### src/opDecodePkg.sv
// ####################################################################
// Shared types for the decoder. Register codes above R15 are pseudo
// registers; ucmdE values are the codes seen on idUCmd.
// ####################################################################
package opDecodePkg;

	typedef logic [6:0] regIdxT;	// register number
	typedef logic [31:0] immT;
	typedef logic [3:0] stepT;	// instruction length in bytes

	localparam regIdxT R0 = 7'h00;
	localparam regIdxT R15 = 7'h0F;
	localparam regIdxT MR_IMM = 7'h50;	// operand comes from idImm
	localparam regIdxT MR_MEMINC = 7'h51;	// post-increment
	localparam regIdxT MR_MEMDEC = 7'h52;	// pre-decrement
	localparam regIdxT PCW = 7'h53;	// PC base, word scaled
	localparam regIdxT PCL = 7'h54;	// PC base, long scaled
	localparam regIdxT ZZR = 7'h5F;	// no register

	localparam logic [7:0] OP_PFX8A = 8'h8A;
	localparam logic [7:0] OP_PFX8E = 8'h8E;

	typedef enum logic [7:0] {
		UCMD_NONE = 8'h00, UCMD_MOV_RR = 8'h01, UCMD_MOV_RI = 8'h02,
		UCMD_MOVB_RM = 8'h03, UCMD_MOVW_RM = 8'h04, UCMD_MOVL_RM = 8'h05,
		UCMD_MOVB_MR = 8'h06, UCMD_MOVW_MR = 8'h07, UCMD_MOVL_MR = 8'h08,
		UCMD_LEAB_MR = 8'h09, UCMD_LEAW_MR = 8'h0A, UCMD_LEAL_MR = 8'h0B,
		UCMD_LEAQ_MR = 8'h0C,
		UCMD_ALU_ADD = 8'h10, UCMD_ALU_SUB = 8'h11, UCMD_ALU_MUL = 8'h12,
		UCMD_ALU_AND = 8'h13, UCMD_ALU_OR = 8'h14, UCMD_ALU_XOR = 8'h15,
		UCMD_ALU_SHLD = 8'h16, UCMD_ALU_SHLDR = 8'h17, UCMD_ALU_SHAD = 8'h18,
		UCMD_ALU_SHADR = 8'h19, UCMD_ALU_ADDC = 8'h1A, UCMD_ALU_ADDV = 8'h1B,
		UCMD_ALU_SUBC = 8'h1C, UCMD_ALU_SUBV = 8'h1D, UCMD_ALU_NOT = 8'h1E,
		UCMD_ALU_EXTUB = 8'h20, UCMD_ALU_EXTUW = 8'h21, UCMD_ALU_EXTSB = 8'h22,
		UCMD_ALU_EXTSW = 8'h23,
		UCMD_CMP_EQ = 8'h30, UCMD_CMP_HS = 8'h31, UCMD_CMP_GE = 8'h32,
		UCMD_CMP_HI = 8'h33, UCMD_CMP_GT = 8'h34, UCMD_CMP_TST = 8'h35,
		UCMD_BRA = 8'h40, UCMD_BSR = 8'h41, UCMD_BT = 8'h42, UCMD_BF = 8'h43,
		UCMD_BTS = 8'h44, UCMD_BFS = 8'h45, UCMD_RTS = 8'h46,
		UCMD_UDBRK = 8'hFF
	} ucmdE;

	typedef enum logic [3:0] {
		XF_CST, XF_N, XF_MOV_NS, XF_MOV_NSO, XF_MOV_NSJ, XF_MOV_NSDEC,
		XF_ARI_NS, XF_ARI_NST, XF_ARI_ST, XF_CMP_ST, XF_ARI_NNI,
		XF_BR_D8, XF_BR_D12, XF_NST_8E, XF_N_C
	} xformE;

	typedef enum logic [1:0] {
		XZ_SX, XZ_ZX, XZ_PINC, XZ_PDEC
	} xformZxE;

	typedef struct packed {
		logic [3:0] op;
		logic [3:0] n;
		logic [3:0] m;
		logic [3:0] d;
	} cmdNibT;

	typedef struct packed {
		logic [3:0] op;
		logic [3:0] n;
		logic [7:0] imm8;
	} cmdByteT;

	// one 16-bit command word, seen as nibbles or as op/n/imm8
	typedef union packed {
		cmdNibT nib;
		cmdByteT byt;
	} cmdWordU;

endpackage

### src/decodeIfs.sv
// ####################################################################
// Stage links of the decoder. valid qualifies all other fields and
// there is no ready; every valid word is taken.
// ####################################################################
`timescale 1ns/1ns

interface splitIf;
	logic valid;
	opDecodePkg::cmdWordU cmdWord;
	logic [7:0] pfxImm;	// prefix byte of 8A/8E forms
	logic isOp8E;
	logic isOp8A;
	opDecodePkg::stepT stepPc;
	opDecodePkg::stepT stepPc2;

	modport producer(output valid, cmdWord, pfxImm, isOp8E, isOp8A, stepPc, stepPc2);
	modport consumer(input valid, cmdWord, pfxImm, isOp8E, isOp8A, stepPc, stepPc2);
endinterface

interface classIf;
	opDecodePkg::ucmdE uCmd;
	opDecodePkg::xformE xform;
	opDecodePkg::xformZxE xformZx;
	opDecodePkg::immT constImm;	// shift amounts, PC-relative disp
	opDecodePkg::regIdxT constRegN;	// fixed destination

	modport producer(output uCmd, xform, xformZx, constImm, constRegN);
	modport consumer(input uCmd, xform, xformZx, constImm, constRegN);
endinterface

### src/prefixSplit.sv
// ####################################################################
// Stage 1. Only the 8A and 8E 32-bit forms are recognized, and only
// when enableBjx1 is set. For 8A the command word is the low halfword
// of the 24-bit immediate; the 8A flag carries the meaning.
// ####################################################################
`timescale 1ns/1ns

module prefixSplit #(
	parameter bit enableBjx1 = 1
) (
	input logic clk,
	input logic rstN,
	input logic istrValid,
	input logic [47:0] istrWord,
	splitIf.producer split
);

	logic is8A, is8E;
	logic [7:0] nextByte;	// first byte of the following instruction

	always_comb begin
		is8A = enableBjx1 && (istrWord[15:8] == opDecodePkg::OP_PFX8A);
		is8E = enableBjx1 && (istrWord[15:8] == opDecodePkg::OP_PFX8E);
		nextByte = (is8A || is8E) ? istrWord[47:40] : istrWord[31:24];
	end

	always_ff @(posedge clk) begin
		if (!rstN) begin
			split.valid <= 1'b0;
		end else begin
			split.valid <= istrValid;
		end
	end

	// decoded fields of the word
	always_ff @(posedge clk) begin
		split.isOp8A <= is8A;
		split.isOp8E <= is8E;
		split.pfxImm <= istrWord[7:0];
		split.cmdWord <= (is8A || is8E) ? istrWord[31:16] : istrWord[15:0];
		split.stepPc <= (is8A || is8E) ? 4'd4 : 4'd2;
		if (enableBjx1 && (nextByte == 8'h8A || nextByte == 8'h8C || nextByte == 8'h8E))
			split.stepPc2 <= 4'd4;
		else
			split.stepPc2 <= 4'd2;
	end

	// a valid word needs a known first byte to set its length
	assert property (@(posedge clk) disable iff (!rstN)
		istrValid |-> !$isunknown(istrWord[15:8]));

endmodule

### src/opClassify.sv
// ####################################################################
// Combinational opcode classifier. Anything outside the kept groups
// decodes as UDBRK with form CST.
// ####################################################################
`timescale 1ns/1ns

module opClassify (
	splitIf.consumer split,
	classIf.producer cls
);

	logic [3:0] op, n, m, d;

	always_comb begin
		op = split.cmdWord.nib.op;
		n = split.cmdWord.nib.n;
		m = split.cmdWord.nib.m;
		d = split.cmdWord.nib.d;

		cls.uCmd = opDecodePkg::UCMD_UDBRK;
		cls.xform = opDecodePkg::XF_CST;
		cls.xformZx = opDecodePkg::XZ_SX;
		cls.constImm = '0;
		cls.constRegN = opDecodePkg::ZZR;

		if (split.isOp8A) begin
			cls.uCmd = opDecodePkg::UCMD_MOV_RI;	// imm24 to R0
			cls.constRegN = opDecodePkg::R0;
		end else begin
			casez ({op, n, m, d})
				16'h0z09: cls.uCmd = opDecodePkg::UCMD_NONE;
				16'h0z0B: cls.uCmd = opDecodePkg::UCMD_RTS;
				16'h1zzz: begin	// MOV.L Rm, @(Rn, disp)
					cls.uCmd = opDecodePkg::UCMD_MOVL_RM;
					cls.xform = opDecodePkg::XF_MOV_NSJ;
				end
				16'h5zzz: begin
					cls.uCmd = opDecodePkg::UCMD_MOVL_MR;
					cls.xform = opDecodePkg::XF_MOV_NSJ;
				end
				16'h2zz0, 16'h2zz1, 16'h2zz2: begin	// stores @Rn
					cls.uCmd = (d[1:0] == 2'd0) ? opDecodePkg::UCMD_MOVB_RM :
						(d[1:0] == 2'd1) ? opDecodePkg::UCMD_MOVW_RM : opDecodePkg::UCMD_MOVL_RM;
					cls.xform = opDecodePkg::XF_MOV_NS;
				end
				16'h2zz4, 16'h2zz5, 16'h2zz6: begin	// stores @-Rn
					cls.uCmd = (d[1:0] == 2'd0) ? opDecodePkg::UCMD_MOVB_RM :
						(d[1:0] == 2'd1) ? opDecodePkg::UCMD_MOVW_RM : opDecodePkg::UCMD_MOVL_RM;
					cls.xform = opDecodePkg::XF_MOV_NSDEC;
					cls.xformZx = opDecodePkg::XZ_PDEC;
				end
				16'h2zz8: begin
					cls.uCmd = opDecodePkg::UCMD_CMP_TST;
					cls.xform = opDecodePkg::XF_CMP_ST;
				end
				16'h2zz9, 16'h2zzA, 16'h2zzB: begin	// AND, XOR, OR
					cls.uCmd = (d == 4'h9) ? opDecodePkg::UCMD_ALU_AND :
						(d == 4'hA) ? opDecodePkg::UCMD_ALU_XOR : opDecodePkg::UCMD_ALU_OR;
					cls.xform = opDecodePkg::XF_ARI_NST;
					cls.xformZx = opDecodePkg::XZ_ZX;
				end
				16'h3zz0, 16'h3zz2, 16'h3zz3, 16'h3zz6, 16'h3zz7: begin
					cls.xform = opDecodePkg::XF_CMP_ST;
					case (d)
						4'h0: cls.uCmd = opDecodePkg::UCMD_CMP_EQ;
						4'h2: cls.uCmd = opDecodePkg::UCMD_CMP_HS;
						4'h3: cls.uCmd = opDecodePkg::UCMD_CMP_GE;
						4'h6: cls.uCmd = opDecodePkg::UCMD_CMP_HI;
						default: cls.uCmd = opDecodePkg::UCMD_CMP_GT;
					endcase
				end
				16'h3zz8, 16'h3zzA, 16'h3zzB, 16'h3zzC, 16'h3zzE, 16'h3zzF: begin
					cls.xform = opDecodePkg::XF_ARI_NST;
					cls.xformZx = opDecodePkg::XZ_ZX;
					case (d)
						4'h8: cls.uCmd = opDecodePkg::UCMD_ALU_SUB;
						4'hA: cls.uCmd = opDecodePkg::UCMD_ALU_SUBC;
						4'hB: cls.uCmd = opDecodePkg::UCMD_ALU_SUBV;
						4'hC: cls.uCmd = opDecodePkg::UCMD_ALU_ADD;
						4'hE: cls.uCmd = opDecodePkg::UCMD_ALU_ADDC;
						default: cls.uCmd = opDecodePkg::UCMD_ALU_ADDV;
					endcase
				end
				16'h4zz3: begin	// three-operand ALU under 8E
					if (split.isOp8E && m <= 4'h9) begin
						cls.xform = opDecodePkg::XF_NST_8E;
						case (m)
							4'h0: cls.uCmd = opDecodePkg::UCMD_ALU_ADD;
							4'h1: cls.uCmd = opDecodePkg::UCMD_ALU_SUB;
							4'h2: cls.uCmd = opDecodePkg::UCMD_ALU_MUL;
							4'h3: cls.uCmd = opDecodePkg::UCMD_ALU_AND;
							4'h4: cls.uCmd = opDecodePkg::UCMD_ALU_OR;
							4'h5: cls.uCmd = opDecodePkg::UCMD_ALU_XOR;
							4'h6: cls.uCmd = opDecodePkg::UCMD_ALU_SHLD;
							4'h7: cls.uCmd = opDecodePkg::UCMD_ALU_SHLDR;
							4'h8: cls.uCmd = opDecodePkg::UCMD_ALU_SHAD;
							default: cls.uCmd = opDecodePkg::UCMD_ALU_SHADR;
						endcase
					end
				end
				16'h4z08, 16'h4z18, 16'h4z28, 16'h4z09, 16'h4z19, 16'h4z29: begin
					cls.uCmd = opDecodePkg::UCMD_ALU_SHLD;
					cls.xform = opDecodePkg::XF_N_C;
					case (m)
						4'h0: cls.constImm = 32'd2;
						4'h1: cls.constImm = 32'd8;
						default: cls.constImm = 32'd16;
					endcase
					if (d[0])	// 4xx9 shifts right
						cls.constImm = -cls.constImm;
				end
				16'h6zz0, 16'h6zz1, 16'h6zz2: begin
					cls.uCmd = (d[1:0] == 2'd0) ? opDecodePkg::UCMD_MOVB_MR :
						(d[1:0] == 2'd1) ? opDecodePkg::UCMD_MOVW_MR : opDecodePkg::UCMD_MOVL_MR;
					cls.xform = opDecodePkg::XF_MOV_NS;
				end
				16'h6zz3: begin
					cls.uCmd = opDecodePkg::UCMD_MOV_RR;
					cls.xform = opDecodePkg::XF_ARI_NS;
				end
				16'h6zz4, 16'h6zz5, 16'h6zz6, 16'h6zz7: begin
					if (split.isOp8E) begin	// LEA replaces the load
						cls.xform = opDecodePkg::XF_MOV_NSO;
						case (d[1:0])
							2'd0: cls.uCmd = opDecodePkg::UCMD_LEAB_MR;
							2'd1: cls.uCmd = opDecodePkg::UCMD_LEAW_MR;
							2'd2: cls.uCmd = opDecodePkg::UCMD_LEAL_MR;
							default: cls.uCmd = opDecodePkg::UCMD_LEAQ_MR;
						endcase
					end else if (d == 4'h7) begin
						cls.uCmd = opDecodePkg::UCMD_ALU_NOT;
						cls.xform = opDecodePkg::XF_ARI_NS;
					end else begin
						cls.uCmd = (d[1:0] == 2'd0) ? opDecodePkg::UCMD_MOVB_MR :
							(d[1:0] == 2'd1) ? opDecodePkg::UCMD_MOVW_MR :
							opDecodePkg::UCMD_MOVL_MR;
						cls.xform = opDecodePkg::XF_MOV_NSDEC;
						cls.xformZx = opDecodePkg::XZ_PINC;
					end
				end
				16'h6zzC, 16'h6zzD, 16'h6zzE, 16'h6zzF: begin
					cls.xform = opDecodePkg::XF_ARI_NS;
					case (d[1:0])
						2'd0: cls.uCmd = opDecodePkg::UCMD_ALU_EXTUB;
						2'd1: cls.uCmd = opDecodePkg::UCMD_ALU_EXTUW;
						2'd2: cls.uCmd = opDecodePkg::UCMD_ALU_EXTSB;
						default: cls.uCmd = opDecodePkg::UCMD_ALU_EXTSW;
					endcase
				end
				16'h7zzz: begin
					cls.uCmd = opDecodePkg::UCMD_ALU_ADD;
					cls.xform = opDecodePkg::XF_ARI_NNI;
				end
				16'h89zz, 16'h8Bzz, 16'h8Dzz, 16'h8Fzz: begin
					cls.xform = opDecodePkg::XF_BR_D8;
					case (n)
						4'h9: cls.uCmd = opDecodePkg::UCMD_BT;
						4'hB: cls.uCmd = opDecodePkg::UCMD_BF;
						4'hD: cls.uCmd = opDecodePkg::UCMD_BTS;
						default: cls.uCmd = opDecodePkg::UCMD_BFS;
					endcase
				end
				16'h9zzz, 16'hDzzz: begin	// PC-relative loads
					cls.uCmd = (op == 4'h9) ? opDecodePkg::UCMD_MOVW_MR : opDecodePkg::UCMD_MOVL_MR;
					cls.constRegN = {3'b000, n};
					cls.constImm = {24'h0, split.cmdWord.byt.imm8};
				end
				16'hAzzz, 16'hBzzz: begin
					cls.uCmd = (op == 4'hA) ? opDecodePkg::UCMD_BRA : opDecodePkg::UCMD_BSR;
					cls.xform = opDecodePkg::XF_BR_D12;
				end
				16'hEzzz: begin
					cls.uCmd = opDecodePkg::UCMD_MOV_RI;
					cls.xform = opDecodePkg::XF_ARI_NNI;
				end
				default: begin
				end
			endcase
		end
	end

endmodule

### src/operandForm.sv
// ####################################################################
// Stage 2. Builds register numbers and the immediate from the operand
// form and registers them. Unassigned registers are ZZR, imm is 0.
// ####################################################################
`timescale 1ns/1ns

module operandForm (
	input logic clk,
	input logic rstN,
	splitIf.consumer split,
	classIf.consumer cls,
	output logic idValid,
	output opDecodePkg::regIdxT idRegN,
	output opDecodePkg::regIdxT idRegS,
	output opDecodePkg::regIdxT idRegT,
	output opDecodePkg::immT idImm,
	output opDecodePkg::ucmdE idUCmd,
	output opDecodePkg::stepT idStepPc,
	output opDecodePkg::stepT idStepPc2
);

	opDecodePkg::regIdxT regN, regM, regO, regS8E, regT8E;
	opDecodePkg::regIdxT nxtN, nxtS, nxtT;
	opDecodePkg::immT immZx4, immSx8, immSx12, immZx4p, immZx8p, immSx8p;
	opDecodePkg::immT immSx12p, immSx16p, immSx20p, immSx24;
	opDecodePkg::immT nxtImm;
	logic [7:0] pfx;
	logic [11:0] tail;
	logic [7:0] imm8;
	logic pf8E;

	always_comb begin
		pfx = split.pfxImm;
		pf8E = split.isOp8E;
		tail = {split.cmdWord.nib.n, split.cmdWord.nib.m, split.cmdWord.nib.d};
		imm8 = split.cmdWord.byt.imm8;

		regN = {3'b000, split.cmdWord.nib.n};
		regM = {3'b000, split.cmdWord.nib.m};
		regO = {3'b000, split.cmdWord.nib.d};
		regS8E = {3'b000, pfx[7:4]};
		regT8E = {3'b000, pfx[3:0]};

		immZx4 = {28'h0, split.cmdWord.nib.d};
		immSx8 = {{24{imm8[7]}}, imm8};
		immSx12 = {{20{tail[11]}}, tail};
		immZx4p = {28'h0, pfx[3:0]};
		immZx8p = {24'h0, pfx};
		immSx8p = {{24{pfx[7]}}, pfx};
		immSx12p = {{20{pfx[7]}}, pfx, split.cmdWord.nib.m};	// prefix above m
		immSx16p = {{16{pfx[7]}}, pfx, imm8};
		immSx20p = {{12{pfx[7]}}, pfx, tail};
		immSx24 = {{8{pfx[7]}}, pfx, split.cmdWord};	// prefix then 2nd halfword of 8A

		nxtN = opDecodePkg::ZZR;
		nxtS = opDecodePkg::ZZR;
		nxtT = opDecodePkg::ZZR;
		nxtImm = '0;

		case (cls.xform)
			opDecodePkg::XF_CST: begin
				nxtN = cls.constRegN;
				if (cls.constRegN != opDecodePkg::ZZR && !split.isOp8A)	// PC-relative
					nxtS = (cls.uCmd == opDecodePkg::UCMD_MOVW_MR) ? opDecodePkg::PCW :
						opDecodePkg::PCL;
				nxtImm = split.isOp8A ? immSx24 : cls.constImm;
			end
			opDecodePkg::XF_N: begin
				nxtN = regN;
				nxtS = regN;
			end
			opDecodePkg::XF_MOV_NS: begin
				nxtN = regN;
				nxtS = regM;
				if (pf8E)
					nxtImm = immSx8p;
			end
			opDecodePkg::XF_MOV_NSO: begin
				nxtN = regN;
				nxtS = regM;
				nxtT = pf8E ? regS8E : opDecodePkg::R0;
				nxtImm = pf8E ? immZx4p : '0;
			end
			opDecodePkg::XF_MOV_NSJ: begin
				nxtN = regN;
				nxtS = regM;
				if (pf8E) begin
					nxtT = regO;
					nxtImm = immSx8p;
				end else begin
					nxtImm = immZx4;
				end
			end
			opDecodePkg::XF_MOV_NSDEC: begin
				nxtN = regN;
				nxtS = regM;
				nxtT = (cls.xformZx == opDecodePkg::XZ_PINC) ? opDecodePkg::MR_MEMINC :
					opDecodePkg::MR_MEMDEC;
			end
			opDecodePkg::XF_ARI_NS, opDecodePkg::XF_ARI_ST: begin
				nxtN = regN;
				nxtS = regM;
			end
			opDecodePkg::XF_ARI_NST: begin
				if (pf8E) begin	// Rm op imm8 into Rn
					nxtN = regN;
					nxtS = regM;
					nxtT = opDecodePkg::MR_IMM;
					nxtImm = (cls.xformZx == opDecodePkg::XZ_ZX) ? immZx8p : immSx8p;
				end else begin
					nxtN = regN;
					nxtS = regN;
					nxtT = regM;
				end
			end
			opDecodePkg::XF_CMP_ST: begin
				nxtS = regN;
				nxtT = pf8E ? opDecodePkg::MR_IMM : regM;
				if (pf8E)
					nxtImm = immSx12p;
			end
			opDecodePkg::XF_ARI_NNI: begin
				nxtN = regN;
				nxtS = regN;
				nxtT = opDecodePkg::MR_IMM;
				nxtImm = pf8E ? immSx16p : immSx8;
			end
			opDecodePkg::XF_BR_D8: nxtImm = pf8E ? immSx16p : immSx8;
			opDecodePkg::XF_BR_D12: nxtImm = pf8E ? immSx20p : immSx12;
			opDecodePkg::XF_NST_8E: begin
				nxtN = regN;
				nxtS = regS8E;
				nxtT = regT8E;
			end
			opDecodePkg::XF_N_C: begin
				nxtN = regN;
				nxtS = regN;
				nxtT = opDecodePkg::MR_IMM;
				nxtImm = cls.constImm;
			end
			default: begin
			end
		endcase
	end

	always_ff @(posedge clk) begin
		if (!rstN) begin
			idValid <= 1'b0;
		end else begin
			idValid <= split.valid;
		end
	end

	always_ff @(posedge clk) begin
		idRegN <= nxtN;
		idRegS <= nxtS;
		idRegT <= nxtT;
		idImm <= nxtImm;
		idUCmd <= cls.uCmd;
		idStepPc <= split.stepPc;
		idStepPc2 <= split.stepPc2;
	end

	assert property (@(posedge clk) disable iff (!rstN) !$isunknown(idValid));

endmodule

### src/opDecodeTop.sv
// ####################################################################
// Two-stage decoder, fixed latency of 2 cycles, one word per cycle.
// No back-pressure; the consumer takes every idValid word.
// ####################################################################
`timescale 1ns/1ns

module opDecodeTop #(
	parameter bit enableBjx1 = 1
) (
	input logic clk,
	input logic rstN,
	input logic istrValid,
	input logic [47:0] istrWord,
	output logic idValid,
	output opDecodePkg::regIdxT idRegN,
	output opDecodePkg::regIdxT idRegS,
	output opDecodePkg::regIdxT idRegT,
	output opDecodePkg::immT idImm,
	output opDecodePkg::ucmdE idUCmd,
	output opDecodePkg::stepT idStepPc,
	output opDecodePkg::stepT idStepPc2
);

	splitIf split();
	classIf cls();

	prefixSplit #(.enableBjx1(enableBjx1)) uSplit (
		.clk(clk), .rstN(rstN), .istrValid(istrValid), .istrWord(istrWord), .split(split)
	);

	opClassify uClassify (.split(split), .cls(cls));

	operandForm uForm (
		.clk(clk), .rstN(rstN), .split(split), .cls(cls),
		.idValid(idValid), .idRegN(idRegN), .idRegS(idRegS), .idRegT(idRegT),
		.idImm(idImm), .idUCmd(idUCmd), .idStepPc(idStepPc), .idStepPc2(idStepPc2)
	);

endmodule

### config.mk
export PLATFORM = sky130hd
export DESIGN_NAME = opDecodeTop
export DESIGN_NICKNAME = d
export VERILOG_FILES = /design/src/opDecodePkg.sv /design/src/decodeIfs.sv /design/src/prefixSplit.sv /design/src/opClassify.sv /design/src/operandForm.sv /design/src/opDecodeTop.sv
export SDC_FILE = /design/constraint.sdc
export NUM_CORES = 1
export LEC_CHECK = 0
export BUFFER_PORTS_ARGS = -buffer_cell sky130_fd_sc_hd__buf_2
export CORE_AREA = 2 2 120 122
export DETAILED_ROUTE_END_ITERATION = 8
export DIE_AREA = 0 0 122 124
export PLACE_DENSITY_LB_ADDON = 0.3
export SLEW_MARGIN = 20
export SYNTH_ARGS = -nofsm -noshare
export SYNTH_HDL_FRONTEND = slang
export SYNTH_SLANG_ARGS = --single-unit
### constraint.sdc
create_clock -name clk -period 3.8 [get_ports clk]
set_clock_uncertainty 0.15 [all_clocks]
set_input_delay 0.38 -clock clk [delete_from_list [all_inputs] [get_ports clk]]
set_output_delay 0.38 -clock clk [all_outputs]
set_load 0.01 [all_outputs]
==> results.sh, run 1 <==
export IMPL_status="finished clean"
export IMPL_maxSlewViolCount=0
export IMPL_antenna_found_initial=0
export IMPL_cp_slowest_cell="or4_1"
export IMPL_port_buffers=105
export IMPL_place_congestion=0.933
export IMPL_power_switching_mw=0.668
export IMPL_clock_tree_root_cell="clkbuf_16"
export IMPL_numCtsBuffers=9
export IMPL_max_slew_margin_rel=0.319
export IMPL_final_common_cell="buf_2"
export IMPL_min_path_type="input port to flip-flop"
export IMPL_ys_ff_latch=87
export IMPL_intPower_mw=1.66
export IMPL_grt_pass1_vias=4650
export IMPL_crit_fanout=8
export IMPL_async_reset_ff_frac=0
export IMPL_fmax_mhz=293
export IMPL_tns_ns=0
export IMPL_cp_num_cells=9
export IMPL_synth_cell_area_mm2=0.00478
export IMPL_arrival_ns=3.50
export IMPL_stdcell_area_mm2=0.00598
export IMPL_setup_worst_path_class="flip-flop to flip-flop"
export IMPL_place_ws_ns=0.429
export IMPL_die_h_um=124
export IMPL_reg2reg_slack_ns=0.38
export IMPL_fillers=1385
export IMPL_worstSkewPairLatency_ns=0.35
export IMPL_postCtsSetupBuffers=0
export IMPL_fp_dieW_um=122
export IMPL_antenna_cells=0
export IMPL_synth_edf_count=0
export IMPL_finalSetupViolCount=0
export IMPL_fin_ws_ns=0.381
export IMPL_crit_buf_inv=1
export IMPL_worstReg2RegStart="uSplit.split.cmdWord[1]$_DFF_P_"
export IMPL_netlist_instances=570
export IMPL_post_drt_wl_per_cell_um=18.4
export IMPL_grt_setup_unrepaired="false"
export IMPL_fin_nets=753
export IMPL_worstMarginPinSlew_ns=0.995
export IMPL_cap_viol_max_count=0
export IMPL_core_area_mm2=0.0137
export IMPL_hold_viol_final=0
export IMPL_cellLeakagePower_nw=2.72
export IMPL_layout_common_cells="buf_2 (105), dfxtp_1 (87), nand2_1 (66), buf_4 (51), nor2_1 (34)"
export IMPL_tritoncts="yes"
export IMPL_track_usage=0.215
export IMPL_drive_gt1_frac=0.268
export IMPL_syn_to_final_growth_pct=25.1
export IMPL_clk_path_buf_depth=2
export IMPL_rows=43
export IMPL_place_area_mm2=0.00563
export IMPL_cp_required_ns=3.88
export IMPL_h_tree_depth=3
export IMPL_endpoint_kind="flip-flop"
export IMPL_timing_final_crit_share=0.900
export IMPL_startpoint="uSplit.split.cmdWord[1]$_DFF_P_"
export IMPL_drcViolationCount=0
export IMPL_path_cells="inv_1 -> ha_1 -> mux2_4 -> o311ai_4 -> nand3_1 -> or4_1 -> a41oi_1 -> nand4b_1 -> a221o_1"
export IMPL_dpl_cell_count=856
export IMPL_crit_family="simple AND/OR/NAND/NOR gates"
export IMPL_finalWirelength_mm=16.2
export IMPL_postRouteAntennaNets=0
export IMPL_grt_overflow=0
export IMPL_cts_sinks=87
export IMPL_start_kind="flip-flop"
export IMPL_pwr_share_comb=0.198
export IMPL_grt_pass1_wl_mm=24.7
export IMPL_worst_r2r_endpoint="uForm.idRegS[2]$_DFF_P_"
export IMPL_p_sw_frac=0.287
export IMPL_crit_end="uForm.idRegS[2]$_DFF_P_"
export IMPL_grt_max_degree=27
export IMPL_ys_types=83
export IMPL_sequentialPowerShare=0.448
export IMPL_cts_reportedPaths_clkPinSlew_ns=0.06
export IMPL_hold_ws_ns=0.0173
export IMPL_p_clk_frac=0.354
export IMPL_synth_seq_area_share=0.364
export IMPL_ys_flop_type="dfxtp_1"
export IMPL_r2r_worst_path_cells=9
export IMPL_max_stage_delay_ns=0.65
export IMPL_drt_iter0_markers=587
export IMPL_avgSynthCellArea_um2=8.39
export IMPL_power_density_mw_per_mm2=389
export IMPL_ios=121
export IMPL_drtPass1Iterations=7
export IMPL_layout_cells_non_filler=879
export IMPL_dr_total_vias=5016
export IMPL_dpl_hpwl_mm=12.6
export IMPL_start_util=0.348
export IMPL_ir_drop_uv=240
export IMPL_dieArea_mm2=0.0151
export IMPL_ys_warn_count=0
export IMPL_fin_crit_ns=3.42
export IMPL_viasPerCell=5.71
[flip-flops by register name (all words and copies together) (netlist names), named ones only]
signal                cells
uSplit.split.stepPc       2
uSplit.split.valid        1
uSplit.split.isOp8E       1
uForm.idStepPc2           2
uSplit.split.pfxImm       8
uForm.idStepPc            2
uForm.idUCmd              8
uForm.idRegS              5
uForm.idRegT              5
uSplit.split.stepPc2      2
uSplit.split.cmdWord     16
uForm.idValid             1
uForm.idImm              25
uForm.idRegN              5
uSplit.split.isOp8A       1
[Yosys cell counts, types with 3 or more instances]
master | count | area share
nor4_2 | 3 | 0.0079
or4_1 | 6 | 0.0094
or3_1 | 6 | 0.0079
nand2_1 | 66 | 0.052
clkbuf_1 | 23 | 0.018
nor4b_1 | 4 | 0.0073
a221o_1 | 7 | 0.015
buf_6 | 3 | 0.0071
and3_1 | 3 | 0.0039
a21oi_1 | 26 | 0.027
a21o_1 | 6 | 0.0094
nand3b_1 | 10 | 0.016
nor2b_1 | 12 | 0.016
a22o_1 | 10 | 0.018
buf_2 | 11 | 0.012
o21ai_0 | 26 | 0.027
nor4_1 | 4 | 0.0052
nand4_1 | 6 | 0.0079
o21ai_1 | 3 | 0.0031
a32oi_1 | 3 | 0.0055
o21a_1 | 5 | 0.0079
a22oi_1 | 6 | 0.0094
and2_1 | 7 | 0.0092
a2111oi_0 | 4 | 0.0073
o211ai_1 | 8 | 0.013
a221oi_1 | 4 | 0.0073
ha_1 | 8 | 0.021
nor2_1 | 34 | 0.027
dfxtp_1 | 87 | 0.36
buf_4 | 17 | 0.027
o22ai_1 | 4 | 0.0052
a41oi_1 | 3 | 0.0055
nor3_1 | 14 | 0.015
o2111ai_1 | 3 | 0.0055
nand3_1 | 28 | 0.029
or2_1 | 3 | 0.0039
o211a_1 | 3 | 0.0063
nand2b_1 | 7 | 0.0092
inv_1 | 19 | 0.015
a211o_1 | 11 | 0.020
[power by group through the flow]
stage / clock (mW) / combinational, mW / sequential [mW]
floorplan: 0 / 0.263 / 1.07
global placement: 0 / 0.452 / 1.06
detailed placement: 0 / 0.451 / 1.06
CTS: 0.848 / 0.459 / 1.04
global route: 0.884 / 0.500 / 1.05
finish: 0.824 / 0.461 / 1.04
[worst register-to-register path, delay by kind of cell (launching register included)]
| family | cells | cell delay [ns] |
|---|---|---|
| AOI/OAI and AO/OA | 3 | 0.85 |
| adders and majority gates | 1 | 0.32 |
| buffers and inverters | 1 | 0.14 |
| DFF | 1 | 0.41 |
| muxes | 1 | 0.33 |
| and+or+nand+nor | 3 | 1.09 |
[repair_timing]
| item | CTS | global route |
|---|---|---|
| hold endpoints to repair | 7 | 0 |
| gates resized for setup | 0 | 0 |
| hold buffers | 7 | 0 |
[layer usage]
layer | up-vias | routed length, µm | global-route usage
met5 | - | 0 | 0
met4 | 0 | 680 | 0.103
met3 | 56 | 1470 | 0.0572
met2 | 273 | 7410 | 0.340
met1 | 2348 | 6640 | 0.272
li1 | 2339 | - | -
[final cells by class]
cell class                 instances  area, µm²  area share
clock inverter                     5       41.3     0.00690
timing repair buffer             163        978       0.164
tap                              180        225      0.0377
multi-input combinational        412       2670       0.447
clock buffer                      11        243      0.0406
inverter                          21       78.8      0.0132
sequential                        87       1740       0.291
[metrics by stage]
| stage | utilization | power [mW] |
|---|---|---|
| 2_1_floorplan | - | 1.33 |
| 5_1_grt | 0.436 | 2.43 |
| 4_1_cts | 0.436 | 2.35 |
| 6_report | 0.436 | 2.33 |
| 3_3_place_gp | 0.410 | 1.51 |
| 3_5_place_dp | 0.410 | 1.51 |
[logic make-up after synthesis]
family / after synthesis / synth area share
adder cells (fa/ha/maj): 8 / 0.0209
XOR/XNOR: 4 / 0.00733
AO/OA/AOI/OAI: 161 / 0.259
multiplexers: 3 / 0.00733
AND/OR/NAND/NOR: 229 / 0.259
other: 1 / 0.000784
flip-flops: 87 / 0.364
buffers and inverters: 77 / 0.0814
[how the worst min path moves through the flow]
stage | cells past startpoint | slack, ns | endpoint | from
2_1_floorplan | 0 | 0.16 | uForm.idStepPc2[1]$_DFF_P_ | uSplit.split.stepPc2[1]$_DFF_P_
5_1_grt | 1 | 0.006 | uSplit.split.pfxImm[6]$_DFF_P_ | istrWord[6]
4_1_cts | 1 | 0.005 | uSplit.split.pfxImm[6]$_DFF_P_ | istrWord[6]
3_5_place_dp | 0 | 0.16 | uForm.idStepPc2[1]$_DFF_P_ | uSplit.split.stepPc2[1]$_DFF_P_
6_report | 1 | 0.02 | uSplit.split.pfxImm[6]$_DFF_P_ | istrWord[6]
3_3_place_gp | 0 | 0.16 | uForm.idStepPc[1]$_DFF_P_ | uSplit.split.stepPc[1]$_DFF_P_
Power figures use the tool's default switching activity.
==> run 2, diff against run 1 <==
--- a/config.mk
+++ b/config.mk
@@ -6,9 +6,10 @@
 export NUM_CORES = 1
 export LEC_CHECK = 0
 export BUFFER_PORTS_ARGS = -buffer_cell sky130_fd_sc_hd__buf_2
-export CORE_AREA = 2 2 120 122
+export CAP_MARGIN = 5
+export CORE_AREA = 8 8 126 128
 export DETAILED_ROUTE_END_ITERATION = 8
-export DIE_AREA = 0 0 122 124
+export DIE_AREA = 0 0 134 136
 export PLACE_DENSITY_LB_ADDON = 0.3
 export SLEW_MARGIN = 20
 export SYNTH_ARGS = -nofsm -noshare
==> run 2 against run 1 <==
Effect of this change:
- critical path depth up 1
- sequential share of layout area down 0.15 points
- utilization down 0.77 points
- global-route usage down 3.4 points
- maximum frequency up 0.98%
- clock power up 9.3%
- flip-flop and latch count unchanged
- register-to-register slack better by 0.03 ns
- largest power group unchanged
- highest routed layer unchanged
==> results.sh, run 2 (synthesized netlist as in run 1, its figures left out) <==
export IMPL_status="finished clean"
export IMPL_r2r_worst_path_cells=10
export IMPL_postCtsSetupBuffers=0
export IMPL_hold_ws_ns=0.0180
export IMPL_fin_nets=751
export IMPL_power_switching_mw=0.680
export IMPL_die_h_um=136
export IMPL_crit_fanout=10
export IMPL_dieArea_mm2=0.0182
export IMPL_ir_drop_uv=261
export IMPL_worstSkewPairLatency_ns=0.35
export IMPL_intPower_mw=1.73
export IMPL_pwr_share_comb=0.194
export IMPL_path_cells="inv_1 -> ha_1 -> nor3_1 -> or3_1 -> nand4_1 -> or2_1 -> a2111oi_4 -> buf_4 -> a311o_1 -> a221o_1"
export IMPL_p_clk_frac=0.374
export IMPL_dr_total_vias=4956
export IMPL_place_area_mm2=0.00563
export IMPL_fp_dieW_um=134
export IMPL_hold_viol_final=0
export IMPL_port_buffers=105
export IMPL_stdcell_area_mm2=0.00601
export IMPL_grt_pass1_wl_mm=26.2
export IMPL_clk_path_buf_depth=2
export IMPL_worstMarginPinSlew_ns=0.610
export IMPL_worst_r2r_endpoint="uForm.idRegS[2]$_DFF_P_"
export IMPL_reg_top3="uForm.idImm: 25 flops, uSplit.split.cmdWord: 16 flops"
export IMPL_cp_required_ns=3.88
export IMPL_largest_reg_flops=25
export IMPL_cts_reportedPaths_clkPinSlew_ns=0.07
export IMPL_tritoncts="yes"
export IMPL_cellLeakagePower_nw=2.74
export IMPL_fin_ws_ns=0.414
export IMPL_top_register="uForm.idImm"
export IMPL_start_kind="flip-flop"
export IMPL_drtPass1Iterations=7
export IMPL_antenna_cells=0
export IMPL_fin_crit_ns=3.39
export IMPL_antenna_found_initial=0
export IMPL_rows=44
export IMPL_min_from="istrWord[5]"
export IMPL_cp_slowest_cell="ha_1"
export IMPL_grt_pass1_vias=4875
export IMPL_tns_ns=0
export IMPL_drcViolationCount=0
export IMPL_dpl_hpwl_mm=13.1
export IMPL_cap_viol_max_count=0
export IMPL_clock_tree_root_cell="clkbuf_16"
export IMPL_max_slew_margin_rel=0.593
export IMPL_timing_final_crit_share=0.891
export IMPL_cts_resized=0
export IMPL_start_util=0.341
export IMPL_arrival_ns=3.47
export IMPL_min_path_type="input port to flip-flop"
export IMPL_viasPerCell=5.63
export IMPL_reg2reg_slack_ns=0.41
export IMPL_post_drt_wl_per_cell_um=19.0
export IMPL_track_usage=0.181
export IMPL_power_mw=2.41
export IMPL_min_to="uSplit.split.pfxImm[5]$_DFF_P_"
export IMPL_fmax_mhz=295
export IMPL_h_tree_depth=3
export IMPL_drive_gt1_frac=0.267
export IMPL_grt_setup_unrepaired="false"
export IMPL_grt_max_degree=22
export IMPL_finalSetupViolCount=0
export IMPL_final_common_cell="buf_2"
export IMPL_finalWirelength_mm=16.7
export IMPL_cts_hold_buf=7
export IMPL_numCtsBuffers=9
export IMPL_cts_sinks=87
export IMPL_whs_path_depth=1
export IMPL_layout_cells_non_filler=881
export IMPL_setup_worst_path_class="flip-flop to flip-flop"
export IMPL_endpoint_kind="flip-flop"
export IMPL_core_area_mm2=0.0140
export IMPL_postRouteAntennaNets=0
export IMPL_post_route_util=0.428
export IMPL_syn_to_final_growth_pct=25.8
export IMPL_power_density_mw_per_mm2=400
export IMPL_worstReg2RegStart="uSplit.split.cmdWord[0]$_DFF_P_"
export IMPL_ios=121
export IMPL_drt_iter0_markers=477
export IMPL_maxSlewViolCount=0
export IMPL_place_congestion=0.962
export IMPL_layout_common_cells="buf_2 (105), dfxtp_1 (87), nand2_1 (66), buf_4 (48), nor2_1 (34)"
export IMPL_p_sw_frac=0.282
export IMPL_dpl_cell_count=858
export IMPL_max_stage_delay_ns=0.50
export IMPL_grt_overflow=0
export IMPL_place_ws_ns=0.466
export IMPL_sequentialPowerShare=0.432
[run 2: layout make-up]
| class | count | area, µm² |
|---|---|---|
| Clock buffer | 10 | 239 |
| Clock inverter | 6 | 73.8 |
| Fill cell | 1470 | 8030 |
| Inverter | 21 | 78.8 |
| Multi-Input combinational cell | 412 | 2670 |
| Sequential cell | 87 | 1740 |
| Tap cell | 184 | 230 |
| Timing Repair Buffer | 161 | 976 |
[run 2: metal layers]
layer  wire length (µm)  GRT usage
met5                  0          0
met1               7060      0.224
met3               1470     0.0477
met2               7750      0.288
met4                474     0.0867
[run 2: worst max-delay path: cells and delay by family (launching register included)]
kind / cells / cell delay [ns]
and+or+nand+nor: 4 / 1.15
adders and majority gates: 1 / 0.50
DFF: 1 / 0.31
AOI/OAI and AO/OA: 3 / 0.84
buffers and inverters: 2 / 0.30
[run 2: worst max-delay path by stage]
stage	start	end	slack, ns	cells past startpoint
after floorplan	uSplit.split.cmdWord[0]$_DFF_P_	uForm.idImm[0]$_DFF_P_	0.60	12
after global placement	uSplit.split.cmdWord[1]$_DFF_P_	uForm.idRegS[2]$_DFF_P_	0.48	10
after detailed placement	uSplit.split.cmdWord[0]$_DFF_P_	uForm.idRegS[2]$_DFF_P_	0.47	12
after CTS	uSplit.split.cmdWord[0]$_DFF_P_	uForm.idRegS[2]$_DFF_P_	0.45	12
after global routing	uSplit.split.cmdWord[0]$_DFF_P_	uForm.idRegS[2]$_DFF_P_	0.23	10
final	uSplit.split.cmdWord[0]$_DFF_P_	uForm.idRegS[2]$_DFF_P_	0.41	10
[run 2: power by group through the flow]
stage	Combinational [mW]	Sequential, mW	Clock (mW)
final	0.467	1.04	0.901
after global routing	0.510	1.05	0.966
after CTS	0.465	1.04	0.922
after detailed placement	0.457	1.06	0
after global placement	0.457	1.06	0
after floorplan	0.263	1.07	0
